## src/uart_pkg.sv

```systemverilog
`default_nettype none

package uart_pkg;

  //////////////////////////////////////////////////////////////////////
  // word and byte types
  //////////////////////////////////////////////////////////////////////

  typedef logic [15:0] cmd_t;   // bit 15 selects write, [15:8] upper, [7:0] lower.
  typedef logic [7:0]  byte_t;

  // response returned for every read command.
  typedef struct packed {
    byte_t data;
    logic  parity_err;
    logic  timeout;
  } rsp_t;

  //////////////////////////////////////////////////////////////////////
  // command engine states
  //////////////////////////////////////////////////////////////////////

  typedef enum logic [2:0] {
    IDLE,
    DECODE,
    SEND_HI,
    GAP,
    SEND_LO,
    WAIT_REPLY,
    RESPOND
  } engine_state_t;

  //////////////////////////////////////////////////////////////////////
  // frame and timing constants
  //////////////////////////////////////////////////////////////////////

  localparam int GAP_BITS      = 16;  // write gap, in bit times.
  localparam int RESP_TIMEOUT  = 32;  // reply start window, in bit times.
  localparam int FRAME_BITS    = 11;  // start, 8 data, parity, stop.
  localparam int CMD_WRITE_BIT = 15;

endpackage

`default_nettype wire

```

## src/cmd_fifo.sv

```systemverilog
`timescale 1ns/1ps
`default_nettype none

module cmd_fifo
  import uart_pkg::*;
#(
  parameter int FIFO_DEPTH = 4
) (
  input  wire  clk,
  input  wire  rst_n,
  input  cmd_t in_data,
  input  wire  in_valid,
  output logic in_ready,
  output cmd_t out_data,
  output logic out_valid,
  input  wire  out_ready
);

  localparam int PTR_W = (FIFO_DEPTH > 1) ? $clog2(FIFO_DEPTH) : 1;
  localparam int CNT_W = $clog2(FIFO_DEPTH + 1);
  localparam logic [PTR_W-1:0] PTR_LAST = PTR_W'(FIFO_DEPTH - 1);
  localparam logic [CNT_W-1:0] CNT_FULL = CNT_W'(FIFO_DEPTH);

  cmd_t             mem [FIFO_DEPTH];
  logic [PTR_W-1:0] wr_ptr;
  logic [PTR_W-1:0] rd_ptr;
  logic [CNT_W-1:0] count;
  logic             push;
  logic             pop;

  assign out_valid = (count != '0);
  assign out_data  = mem[rd_ptr];
  // a full FIFO still takes a word when one leaves in the same cycle.
  assign in_ready  = (count != CNT_FULL) || out_ready;

  assign push = in_valid && in_ready;
  assign pop  = out_valid && out_ready;

  always_ff @(posedge clk)
  begin
    if (push)
    begin
      mem[wr_ptr] <= in_data;
    end
  end

  always_ff @(posedge clk or negedge rst_n)
  begin
    if (!rst_n)
    begin
      wr_ptr <= '0;
      rd_ptr <= '0;
      count  <= '0;
    end
    else
    begin
      if (push)
      begin
        wr_ptr <= (wr_ptr == PTR_LAST) ? '0 : wr_ptr + 1'b1;  // wrap for any depth.
      end
      if (pop)
      begin
        rd_ptr <= (rd_ptr == PTR_LAST) ? '0 : rd_ptr + 1'b1;
      end
      if (push && !pop)
      begin
        count <= count + 1'b1;
      end
      else if (pop && !push)
      begin
        count <= count - 1'b1;
      end
    end
  end

endmodule

`default_nettype wire

```

## src/uart_cmd_bridge.sv

```systemverilog
`timescale 1ns/1ps
`default_nettype none

module uart_cmd_bridge
  import uart_pkg::*;
#(
  parameter int BAUD_DIV   = 434,
  parameter int FIFO_DEPTH = 4
) (
  input  wire  clk,
  input  wire  rst_n,
  input  cmd_t cmd_data,
  input  wire  cmd_valid,
  output logic cmd_ready,
  output rsp_t rsp_data,
  output logic rsp_valid,
  input  wire  rsp_ready,
  input  wire  rx,
  output logic tx
);

  cmd_t  q_data;
  logic  q_valid;
  logic  q_ready;
  byte_t tx_byte;
  logic  tx_start;
  logic  tx_busy;
  byte_t rx_byte;
  logic  rx_valid;
  logic  rx_parity_err;
  logic  rx_start_seen;

  cmd_fifo #(
    .FIFO_DEPTH (FIFO_DEPTH)
  ) u_fifo (
    .clk       (clk),
    .rst_n     (rst_n),
    .in_data   (cmd_data),
    .in_valid  (cmd_valid),
    .in_ready  (cmd_ready),
    .out_data  (q_data),
    .out_valid (q_valid),
    .out_ready (q_ready)
  );

  uart_cmd_engine #(
    .BAUD_DIV (BAUD_DIV)
  ) u_engine (
    .clk           (clk),
    .rst_n         (rst_n),
    .q_data        (q_data),
    .q_valid       (q_valid),
    .q_ready       (q_ready),
    .tx_byte       (tx_byte),
    .tx_start      (tx_start),
    .tx_busy       (tx_busy),
    .rx_byte       (rx_byte),
    .rx_valid      (rx_valid),
    .rx_parity_err (rx_parity_err),
    .rx_start_seen (rx_start_seen),
    .rsp_data      (rsp_data),
    .rsp_valid     (rsp_valid),
    .rsp_ready     (rsp_ready)
  );

  uart_tx_frame #(
    .BAUD_DIV (BAUD_DIV)
  ) u_tx (
    .clk   (clk),
    .rst_n (rst_n),
    .data  (tx_byte),
    .start (tx_start),
    .busy  (tx_busy),
    .tx    (tx)
  );

  uart_rx_frame #(
    .BAUD_DIV (BAUD_DIV)
  ) u_rx (
    .clk        (clk),
    .rst_n      (rst_n),
    .rx         (rx),
    .data       (rx_byte),
    .valid      (rx_valid),
    .parity_err (rx_parity_err),
    .start_seen (rx_start_seen)
  );

endmodule

`default_nettype wire

```

## src/uart_cmd_engine.sv

```systemverilog
`timescale 1ns/1ps
`default_nettype none

module uart_cmd_engine
  import uart_pkg::*;
#(
  parameter int BAUD_DIV = 434
) (
  input  wire   clk,
  input  wire   rst_n,
  input  cmd_t  q_data,
  input  wire   q_valid,
  output logic  q_ready,
  output byte_t tx_byte,
  output logic  tx_start,
  input  wire   tx_busy,
  input  byte_t rx_byte,
  input  wire   rx_valid,
  input  wire   rx_parity_err,
  input  wire   rx_start_seen,
  output rsp_t  rsp_data,
  output logic  rsp_valid,
  input  wire   rsp_ready
);

  localparam int BW = $clog2(BAUD_DIV + 1);
  localparam int TW = $clog2((RESP_TIMEOUT > GAP_BITS) ? RESP_TIMEOUT : GAP_BITS) + 1;
  localparam logic [BW-1:0] BAUD_LAST = BW'(BAUD_DIV - 1);
  localparam logic [TW-1:0] GAP_LAST  = TW'(GAP_BITS - 1);
  localparam logic [TW-1:0] TO_LAST   = TW'(RESP_TIMEOUT - 1);

  engine_state_t state;
  engine_state_t state_d;
  cmd_t          cmd_q;
  logic [BW-1:0] baud_cnt;
  logic [TW-1:0] bit_cnt;
  logic          baud_tick;
  logic          busy_d;
  logic          tx_done;
  logic          got_start;
  logic          timeout_hit;
  logic          launch;

  assign q_ready     = (state == IDLE) && q_valid;
  assign rsp_valid   = (state == RESPOND);
  assign baud_tick   = (baud_cnt == BAUD_LAST);
  assign tx_done     = busy_d && !tx_busy;  // serializer just finished.
  assign timeout_hit = !got_start && baud_tick && (bit_cnt == TO_LAST);
  assign launch      = (state_d != state) && (state_d == SEND_HI || state_d == SEND_LO);

  //////////////////////////////////////////////////////////////////////
  // next state
  //////////////////////////////////////////////////////////////////////

  always_comb
  begin
    state_d = state;
    case (state)
      IDLE:       if (q_valid) state_d = DECODE;
      DECODE:     if (!tx_busy) state_d = SEND_HI;
      SEND_HI:
      begin
        if (tx_done)
        begin
          state_d = cmd_q[CMD_WRITE_BIT] ? GAP : WAIT_REPLY;
        end
      end
      GAP:        if (baud_tick && bit_cnt == GAP_LAST) state_d = SEND_LO;
      SEND_LO:    if (tx_done) state_d = IDLE;
      WAIT_REPLY: if (rx_valid || timeout_hit) state_d = RESPOND;
      RESPOND:    if (rsp_ready) state_d = IDLE;
      default:    state_d = IDLE;
    endcase
  end

  always_ff @(posedge clk or negedge rst_n)
  begin
    if (!rst_n)
    begin
      state     <= IDLE;
      tx_start  <= 1'b0;
      busy_d    <= 1'b0;
      got_start <= 1'b0;
    end
    else
    begin
      state    <= state_d;
      tx_start <= launch;  // one cycle, the serializer is free here.
      busy_d   <= tx_busy;
      if (state != WAIT_REPLY)
      begin
        got_start <= 1'b0;
      end
      else if (rx_start_seen)
      begin
        got_start <= 1'b1;
      end
    end
  end

  //////////////////////////////////////////////////////////////////////
  // bit-time counter for gap and reply timeout
  //////////////////////////////////////////////////////////////////////

  always_ff @(posedge clk or negedge rst_n)
  begin
    if (!rst_n)
    begin
      baud_cnt <= '0;
      bit_cnt  <= '0;
    end
    else if (state != GAP && state != WAIT_REPLY)
    begin
      baud_cnt <= '0;
      bit_cnt  <= '0;
    end
    else if (baud_tick)
    begin
      baud_cnt <= '0;
      bit_cnt  <= bit_cnt + 1'b1;
    end
    else
    begin
      baud_cnt <= baud_cnt + 1'b1;
    end
  end

  //////////////////////////////////////////////////////////////////////
  // command, byte and response registers
  //////////////////////////////////////////////////////////////////////

  always_ff @(posedge clk)
  begin
    if (q_ready)
    begin
      cmd_q <= q_data;
    end
    if (launch)
    begin
      tx_byte <= (state_d == SEND_HI) ? cmd_q[15:8] : cmd_q[7:0];
    end
    if (state == WAIT_REPLY)
    begin
      if (rx_valid)
      begin
        rsp_data <= '{data: rx_byte, parity_err: rx_parity_err, timeout: 1'b0};
      end
      else if (timeout_hit)
      begin
        rsp_data <= '{data: '0, parity_err: 1'b0, timeout: 1'b1};  // no reply.
      end
    end
  end

endmodule

`default_nettype wire

```

## src/uart_rx_frame.sv

```systemverilog
`timescale 1ns/1ps
`default_nettype none

module uart_rx_frame
  import uart_pkg::*;
#(
  parameter int BAUD_DIV = 434
) (
  input  wire   clk,
  input  wire   rst_n,
  input  wire   rx,
  output byte_t data,
  output logic  valid,
  output logic  parity_err,
  output logic  start_seen
);

  localparam int BW = $clog2(BAUD_DIV + 1);
  localparam logic [BW-1:0] HALF_LAST = BW'(BAUD_DIV / 2 - 1);
  localparam logic [BW-1:0] BAUD_LAST = BW'(BAUD_DIV - 1);
  localparam logic [3:0]    PAR_IDX   = 4'(FRAME_BITS - 2);
  localparam logic [3:0]    STOP_IDX  = 4'(FRAME_BITS - 1);

  logic [1:0]    sync;
  logic          rx_s;
  logic          rx_d;
  logic          active;
  logic [3:0]    bit_idx;   // 0 is the start bit.
  logic [BW-1:0] baud_cnt;
  logic          sample;
  byte_t         shreg;
  logic          par_bit;

  assign rx_s   = sync[1];
  assign data   = shreg;
  assign sample = (bit_idx == '0) ? (baud_cnt == HALF_LAST) : (baud_cnt == BAUD_LAST);

  always_ff @(posedge clk or negedge rst_n)
  begin
    if (!rst_n)
    begin
      sync <= 2'b11;  // line idles high.
      rx_d <= 1'b1;
    end
    else
    begin
      sync <= {sync[0], rx};
      rx_d <= rx_s;
    end
  end

  //////////////////////////////////////////////////////////////////////
  // data and parity capture at bit centers
  //////////////////////////////////////////////////////////////////////

  always_ff @(posedge clk)
  begin
    if (active && sample)
    begin
      if (bit_idx != '0 && bit_idx < PAR_IDX)
      begin
        shreg <= {rx_s, shreg[7:1]};
      end
      if (bit_idx == PAR_IDX)
      begin
        par_bit <= rx_s;
      end
    end
  end

  //////////////////////////////////////////////////////////////////////
  // frame sequencing
  //////////////////////////////////////////////////////////////////////

  always_ff @(posedge clk or negedge rst_n)
  begin
    if (!rst_n)
    begin
      active     <= 1'b0;
      bit_idx    <= '0;
      baud_cnt   <= '0;
      valid      <= 1'b0;
      parity_err <= 1'b0;
      start_seen <= 1'b0;
    end
    else
    begin
      valid      <= 1'b0;
      start_seen <= 1'b0;
      if (!active)
      begin
        if (rx_d && !rx_s)  // falling edge.
        begin
          active   <= 1'b1;
          bit_idx  <= '0;
          baud_cnt <= '0;
        end
      end
      else if (sample)
      begin
        baud_cnt <= '0;
        if (bit_idx == '0)
        begin
          if (rx_s)
          begin
            active <= 1'b0;  // glitch, not a start bit.
          end
          else
          begin
            start_seen <= 1'b1;
            bit_idx    <= bit_idx + 1'b1;
          end
        end
        else if (bit_idx == STOP_IDX)
        begin
          valid      <= 1'b1;
          parity_err <= (par_bit != ^shreg) || !rx_s;  // low stop is an error too.
          active     <= 1'b0;
        end
        else
        begin
          bit_idx <= bit_idx + 1'b1;
        end
      end
      else
      begin
        baud_cnt <= baud_cnt + 1'b1;
      end
    end
  end

endmodule

`default_nettype wire

```

## src/uart_tx_frame.sv

```systemverilog
`timescale 1ns/1ps
`default_nettype none

module uart_tx_frame
  import uart_pkg::*;
#(
  parameter int BAUD_DIV = 434
) (
  input  wire   clk,
  input  wire   rst_n,
  input  byte_t data,
  input  wire   start,
  output logic  busy,
  output logic  tx
);

  localparam int BW = $clog2(BAUD_DIV + 1);
  localparam logic [BW-1:0] BAUD_LAST = BW'(BAUD_DIV - 1);
  localparam logic [3:0]    BIT_LAST  = 4'(FRAME_BITS - 1);

  logic [BW-1:0]         baud_cnt;
  logic [3:0]            bit_cnt;
  logic [FRAME_BITS-2:0] shreg;   // bits still to go after the start bit.
  logic                  take;

  assign take = start && !busy;

  //////////////////////////////////////////////////////////////////////
  // shift register, lsb goes out first
  //////////////////////////////////////////////////////////////////////

  always_ff @(posedge clk)
  begin
    if (take)
    begin
      shreg <= {1'b1, ^data, data};  // stop, even parity, data.
    end
    else if (busy && baud_cnt == BAUD_LAST)
    begin
      shreg <= shreg >> 1;
    end
  end

  //////////////////////////////////////////////////////////////////////
  // baud and bit counters
  //////////////////////////////////////////////////////////////////////

  always_ff @(posedge clk or negedge rst_n)
  begin
    if (!rst_n)
    begin
      busy     <= 1'b0;
      tx       <= 1'b1;
      baud_cnt <= '0;
      bit_cnt  <= '0;
    end
    else if (take)
    begin
      busy     <= 1'b1;
      tx       <= 1'b0;  // start bit.
      baud_cnt <= '0;
      bit_cnt  <= '0;
    end
    else if (busy)
    begin
      if (baud_cnt == BAUD_LAST)
      begin
        baud_cnt <= '0;
        if (bit_cnt == BIT_LAST)
        begin
          busy <= 1'b0;  // stop bit done, line stays high.
          tx   <= 1'b1;
        end
        else
        begin
          tx      <= shreg[0];
          bit_cnt <= bit_cnt + 1'b1;
        end
      end
      else
      begin
        baud_cnt <= baud_cnt + 1'b1;
      end
    end
  end

endmodule

`default_nettype wire

```

## config.mk

```make
export PLATFORM = sky130hd
export DESIGN_NAME = uart_cmd_bridge
export DESIGN_NICKNAME = d
export VERILOG_FILES = /design/src/uart_pkg.sv /design/src/cmd_fifo.sv /design/src/uart_cmd_bridge.sv /design/src/uart_cmd_engine.sv /design/src/uart_rx_frame.sv /design/src/uart_tx_frame.sv
export SDC_FILE = /design/constraint.sdc
export NUM_CORES = 1
export LEC_CHECK = 0
export ABC_AREA = 1
export BUFFER_PORTS_ARGS = -buffer_cell sky130_fd_sc_hd__buf_2
export CORE_ASPECT_RATIO = 1.75
export CORE_MARGIN = 3
export CORE_UTILIZATION = 45
export DETAILED_ROUTE_END_ITERATION = 10
export PLACE_DENSITY = 0.71
export RECOVER_POWER = 100
export SYNTH_ARGS = -nofsm -noshare
export SYNTH_HDL_FRONTEND = slang
export SYNTH_SLANG_ARGS = --single-unit
```

## constraint.sdc

```tcl
create_clock -name clk -period 2.49 [get_ports clk]
set_input_delay 0.249 -clock clk [delete_from_list [all_inputs] [get_ports clk]]
set_output_delay 0.249 -clock clk [all_outputs]
set_load 0.01 [all_outputs]
```

-- Yosys cells after proc, flatten, opt, wreduce, memory -nomap -nowiden
Memories as Yosys holds them, arrays and structs flattened. A register that Yosys moved wholly into a read port is not among the register bits.
Index checks and enable logic that the tools add are counted.
W data, S select, Z words.
- add/sub/neg operators: 10
- magnitude comparators: 1
- eq/ne operators: 28
- multiplexer cells: 64
- bitwise operators: 1
- reductions and logical operators: 46
- operator list (cell ; number):
    $mux W9 ; 10
    $mux W4 ; 10
    $mux W3 ; 10
    $add A9 B1 Y9 const B ; 3
    $eq A9 B9 Y1 const B ; 3
    $mux W1 ; 26
    $pmux W3 S7 ; 1
    $mux W10 ; 2
    $logic_and A1 B1 Y1 ; 16
    $reduce_bool A2 Y1 ; 8
    $reduce_xor A8 Y1 ; 2
    $eq A3 B3 Y1 const B ; 4
    $eq A4 B4 Y1 const B ; 3
    $mux W6 ; 2
    $ne A3 B3 Y1 const B ; 4
    $eq A3 B2 Y1 const B ; 3
    $eq A9 B8 Y1 const B ; 1
    $add A4 B1 Y4 const B ; 2
    $mux W8 ; 1
    $reduce_and A2 Y1 ; 4
    $reduce_and A4 Y1 ; 2
    $add A6 B1 Y6 const B ; 1
    $eq A6 B4 Y1 const B ; 1
    $eq A6 B5 Y1 const B ; 1
    other kinds (20) ; 30
- register bits: 100
- memory bits (writable): 64
- input port bits: 21
- output and inout port bits: 13
- word-level logic and storage cells: 180
- memories kept: 1
- memory list (memory ; words ; bits a word ; rd ports ; clocked after Yosys merged registers in ; write ports ; line ; text):
    u_fifo.mem ; 4 ; 16 ; 1 ; 1 ; 1 ; cmd_fifo.sv:24 ; cmd_t mem [FIFO_DEPTH];

-- Depth between registers and ports, before layout
- word-level depth: 9
- mapped depth: 14
- gate-level depth less buffers: 14

-- By module
From an unflattened synthesis, not the netlist that was laid out.
- cell total of the unflattened synthesis: 845
- area, all modules: 8552.0 µm²
- by module, submodules not included (module ; times used ; cells an instance ; area an instance (µm²) ; seq. area each (µm²)):
    cmd_fifo ; 1 ; 246 ; 3076.7 ; 2097.0
    uart_cmd_engine ; 1 ; 241 ; 2457.4 ; 1546.5
    uart_rx_frame ; 1 ; 173 ; 1577.8 ; 774.5
    uart_tx_frame ; 1 ; 185 ; 1440.1 ; 666.9

-- Worst setup path after synthesis
Ideal clock, no wire load.
- kind: reg-to-reg
- from: register u_rx.bit_idx[0]
- to: register u_rx.shreg[0] (netlist: u_rx.data[0]) (enable)
- setup time: 0.383 ns
- arrival: 1.857 ns
- required time: 2.107 ns
- slack: 0.250 ns
- cell stages (with the launch flop): 7
- path buffers: 0
- period minus slack after synthesis: 2.240 ns
- path through: dfrtp_1 > inv_1 > ha_1 > nand3_1 > o31ai_2 > nand3_1 > nor3_1
- cells in the longest elaborated chain, start to end: 4
- elaborated cells between the ends (all ways): 7
- those cells by class: 1 x order compare; 1 x mux; 5 x reduce/logical
- ends and longest elaborated chain (element ; line ; text):
    start: declaration ; uart_rx_frame.sv:28 ; logic [3:0] bit_idx;
    start signal: assignment ; uart_rx_frame.sv:111 ; bit_idx <= bit_idx + 1'b1;
    start signal: assignment ; uart_rx_frame.sv:122 ; bit_idx <= bit_idx + 1'b1;
    parallel branches: the longest is 3 deep, another holds $lt A4 B4 Y1 ; - ;
    $reduce_and A2 Y1 (no source line) (*) ; - ;
    end signal: assignment ; uart_rx_frame.sv:62 ; shreg <= {rx_s, shreg[7:1]};
    end: declaration ; uart_rx_frame.sv:31 ; byte_t shreg;
Mark *: on every way between the ends.
A chain may end at the register's enable or synchronous reset.

-- Worst setup path in the final report
- from: register u_engine.state[0]
- to: register u_fifo.count[2]
- cells in the longest elaborated chain, start to end: 7
- elaborated cells between the ends (all ways): 11
- those cells by class: 1 x mux; 10 x reduce/logical
- ends and longest elaborated chain (element ; line ; text):
    start: declaration ; uart_cmd_engine.sv:32 ; engine_state_t state;
    start signal: assignment ; uart_cmd_engine.sv:87 ; state <= state_d;
    $logic_not A3 Y1 (*) ; uart_cmd_engine.sv:44 ; assign q_ready = (state == IDLE) && q_valid;
    $logic_and A1 B1 Y1 (*) ; uart_cmd_engine.sv:44 ;
    $logic_or A1 B1 Y1 (*) ; cmd_fifo.sv:34 ; assign in_ready = (count != CNT_FULL) || out_ready;
    $logic_and A1 B1 Y1 (*) ; cmd_fifo.sv:36 ; assign push = in_valid && in_ready;
    via u_fifo.push ; cmd_fifo.sv:28 ; logic push;
    $logic_not A1 Y1 ; cmd_fifo.sv:69 ; else if (pop && !push)
    $logic_and A1 B1 Y1 ; cmd_fifo.sv:69 ;
    $reduce_bool A2 Y1 (no source line) ; - ;
    end signal: assignment ; cmd_fifo.sv:67 ; count <= count + 1'b1;
    end signal: assignment ; cmd_fifo.sv:71 ; count <= count - 1'b1;
    end: declaration ; cmd_fifo.sv:27 ; logic [CNT_W-1:0] count;
The timed path passes the listed nets; every way through them passes the cells marked *.

==> key figures <==
Run status
  – Status: finished with violations
  – Failing checks: capacitance limit, slew limit

Power
  – P per Cell Area: 794 mW/mm^2
  – Worst vdd ir: around 0.00066 V
  – Sw Pwr: 1.82 mW
  – Combinational power share: 10.7%
  – Clock Power Share: a little under two fifths
  – Sw frac: roughly a quarter
  – Pint: 5.31 mW
  – Static leakage: approximately 3.7 nW
  – Flop pwr share: 51.6%

Detailed routing
  – DRT Wirelength: 14.1 mm
  – DR vias/cell: 5.01
  – Post-route DRC: 0
  – 1st-pass router iterations: 5
  – Routed Antenna Nets: 0
  – Via count: between 5k and 6k
  – Initial drt markers: ~250
  – Drt wl/cell: ~13 microns

STA
  – Final Cycle Share: approximately nine tenths
  – Final min period: roughly 2.3 ns
  – Final Hold Viols: 0
  – # setup viols final: 0
  – Final Max Tran Viols: 64
  – Least-Margin Pin Slew: about 1.6 ns
  – Unrepaired setup endpoints after global routing: false
  – TNS Setup: 0 ns
  – Fmax: between 0.4 and 0.5 GHz
  – Relative slew slack: -6.26%
  – Clk_skew: 0.0105 ns
  – Worst hold slack: 0.0624 ns

Global routing
  – Vias in the first global route: around 5.1k
  – Global-route wire length before repair: 23.5 mm
  – Initial antenna violation count: 0
  – Gr usage total: between 15 and 20%
  – Gr ovfl total: 0
  – Largest net degree at the start of global routing: between 60 and 70

Yosys
  – Post-synth EDFFs: about 120
  – Post-synthesis sequential area ratio: between 60 and 70%
  – FFs w/ async S/R, synth: a little over a third
  – Synth top area share: between 40% and 50%
  – Yosys cell types: 39
  – Syn Inst Count: about 750
  – Synth warn: 0
  – Most area-consuming cells after synthesis: edfxtp_1 44%, dfrtp_1 19%, nand2_1 6.9%, nor2_1 4.1%, inv_1 4.0%
  – Leading area contributor after synthesis: edfxtp_1
  – Number of synthesized register bits: 180
  – Commonest cells in the netlist: 147 x nand2_1, 116 x edfxtp_1, 87 x nor2_1, 84 x inv_1, 59 x dfrtp_1
  – Syn_area_per_cell: 10.7 sq um
  – Syn Nets: just under 800
  – Synthesized cell area: approximately 0.0080 sq mm
  – Dominant cell by count in the synthesized netlist: nand2_1
  – Prevailing post-synth register cell: edfxtp_1

Worst setup path
  – Type of the worst setup path: reg2reg
  – CP Launch Type: flop
  – CP delay by family, top: simple AND/OR/NAND/NOR gates
  – Worst-path fanout max: 5
  – Slowest cell on the critical path: dfrtp_1
  – WP data arrival: roughly 2.6 ns
  – CP max stage delay: 0.43 ns
  – Crit path cell chain: inv_2 > nand2_1 > nor2_2 > nand2_4 > nand3_1 > nand2_1 > inv_2 > ha_1 > inv_1 > fa_1 > a21oi_1 > o21ai_0 > xor2_1
  – Worst path bufs/invs: 3
  – Crit path capture type: flop
  – Worst EP required: 2.79 ns

Hold path
  – Worst Hold Class: in2reg

Floorplanning
  – Die Wd: 107 microns
  – Core ar.: between 0.015 and 0.02 sq mm
  – Area of the die: 0.0194 sq mm
  – Initial core utilization: a little under half
  – FP Rows: 63
  – Die H: between 150 and 200 microns
  – I/O pin cnt: 34

Finish
  – Core Util, Final: between 50% and 60%
  – Filler instances: approximately 1.5k
  – Layout cells sized above 1: ~8.8%
  – Fin cells: 1042
  – Final nets: around 840
  – Register area: a little over 0.005 sq mm
  – Ant diodes: 0
  – Multi-input gate area: 0.00246 sq mm
  – Syn-to-layout area delta: 12.7%
  – Final instance area: about 0.009 sq mm

Job
  – Max Cap Viol: 1

Clock network
  – Total setup buffers inserted after CTS: 0
  – CTS H-Tree Depth: 4
  – Clock Root Buffer: clkbuf_16
  – CTS Buffer Depth: 2
  – CTS Buf Count: 17
  – Worst-Skew Late Latency: approximately 0.43 ns
  – Worst-path clk slew: roughly 0.07 ns
  – Clock sink count: between 150 and 200
  – CTS tree: yes

Place
  – GPL Wtd Cong: 0.846
  – Port bufs: 33
  – Hpwl dp: ~9.6 mm
  – # placed instances: between 1k and 1.5k
  – Post-Place Cell Area: 0.00849 sq mm
[per-stage QoR]
stage,total power [mW],setup slack [ns]
floorplan,4.24,0.250
global placement,4.50,0.207
detailed placement,4.52,0.165
CTS,7.21,0.151
global route,7.45,0.0237
finish,7.14,0.238
[power by group through the flow]
stage | clock, mW | sequential (mW) | combinational, mW
after floorplan | 0 | 3.71 | 0.532
after global placement | 0 | 3.73 | 0.764
after detailed placement | 0 | 3.74 | 0.786
after CTS | 2.73 | 3.68 | 0.797
after global routing | 2.86 | 3.71 | 0.881
final | 2.69 | 3.68 | 0.762
[cells by family after synthesis]
family                     synth area share [%]
AOI/OAI and AO/OA                          6.89
xor gates and xnor gates                   3.62
adders and majority gates                  3.08
buffers and inverters                      5.00
DFF                                        63.8
muxes                                     0.141
and+or+nand+nor                            17.5
[registers in the layout, indices dropped and copies added (netlist names), 2 cells and up]
| name | cells |
|---|---|
| u_tx.shreg | 10 |
| u_rx.baud_cnt | 9 |
| u_rx.sync | 2 |
| u_fifo.mem | 64 |
| u_fifo.count | 3 |
| u_rx.data | 8 |
| u_fifo.rd_ptr | 2 |
| u_engine.rsp_data | 10 |
| u_engine.state | 3 |
| u_engine.bit_cnt | 6 |
| u_tx.bit_cnt | 4 |
| u_engine.baud_cnt | 9 |
| u_engine.tx_byte | 8 |
| u_tx.baud_cnt | 9 |
| u_fifo.wr_ptr | 2 |
| u_rx.bit_idx | 4 |
| u_engine.cmd_q | 16 |
[cell usage in the layout, fill, tap and decap left out, types with 13 or more instances in the layout]
cell	Yosys	final
o22ai_1	28	28
xor2_1	19	19
xnor2_1	14	14
ha_1	18	18
nand3_1	34	36
clkbuf_16	0	17
o21ai_0	53	53
nor2_1	87	86
clkbuf_1	10	34
inv_1	84	83
dfrtp_1	59	59
nand2_1	147	150
edfxtp_1	116	116
a21oi_1	13	13
[repair_timing]
action / 4_1_cts / 5_1_grt
endpoints found under the setup margin: 0 / 1
hold endpoints to repair: 60 / 0
resized for setup: 0 / 2
hold buffers: 2 / 0
[worst register-to-register path: cells and delay by family, from the launching register on]
| kind | cells | cell delay (ns) |
|---|---|---|
| AO/OA/AOI/OAI | 2 | 0.25 |
| XOR/XNOR | 1 | 0.15 |
| adder cells (fa/ha/maj) | 2 | 0.51 |
| buffers and inverters | 3 | 0.28 |
| flip-flops | 1 | 0.43 |
| AND/OR/NAND/NOR | 5 | 0.51 |
[routing by layer]
| layer | track usage, % | vias up | wire [microns] |
|---|---|---|---|
| met5 | 0 | - | 0 |
| met4 | 7.48 | 0 | 337 |
| met3 | 3.33 | 24 | 486 |
| li1 | - | 2606 | - |
| met1 | 16.5 | 2505 | 5480 |
| met2 | 28.0 | 82 | 7750 |
[final cells by class]
type / count / share of cell area [%]
Sequential cell: 180 / 56.6
Inverter: 92 / 3.84
Tap cell: 227 / 3.16
Clock inverter: 13 / 1.80
Timing Repair Buffer: 49 / 2.48
Clock buffer: 19 / 4.82
Multi-Input combinational cell: 462 / 27.3
[path summary, 6_finish.rpt]
path	from	to	depth (start not counted)	slack [ns]
min reg2reg	u_rx.sync[0]	u_rx.sync[1]	0	0.36
max reg2reg	u_engine.state[0]	u_fifo.count[2]	13	0.24
max	u_engine.state[0]	u_fifo.count[2]	13	0.24
min	cmd_data[13]	u_fifo.mem[0][13]	1	0.06
min in group asynchronous	rst_n	u_rx.bit_idx[2]	3	0.83
max in group asynchronous	rst_n	u_rx.baud_cnt[5]	3	0.69
(Power assumes the default switching activity.)
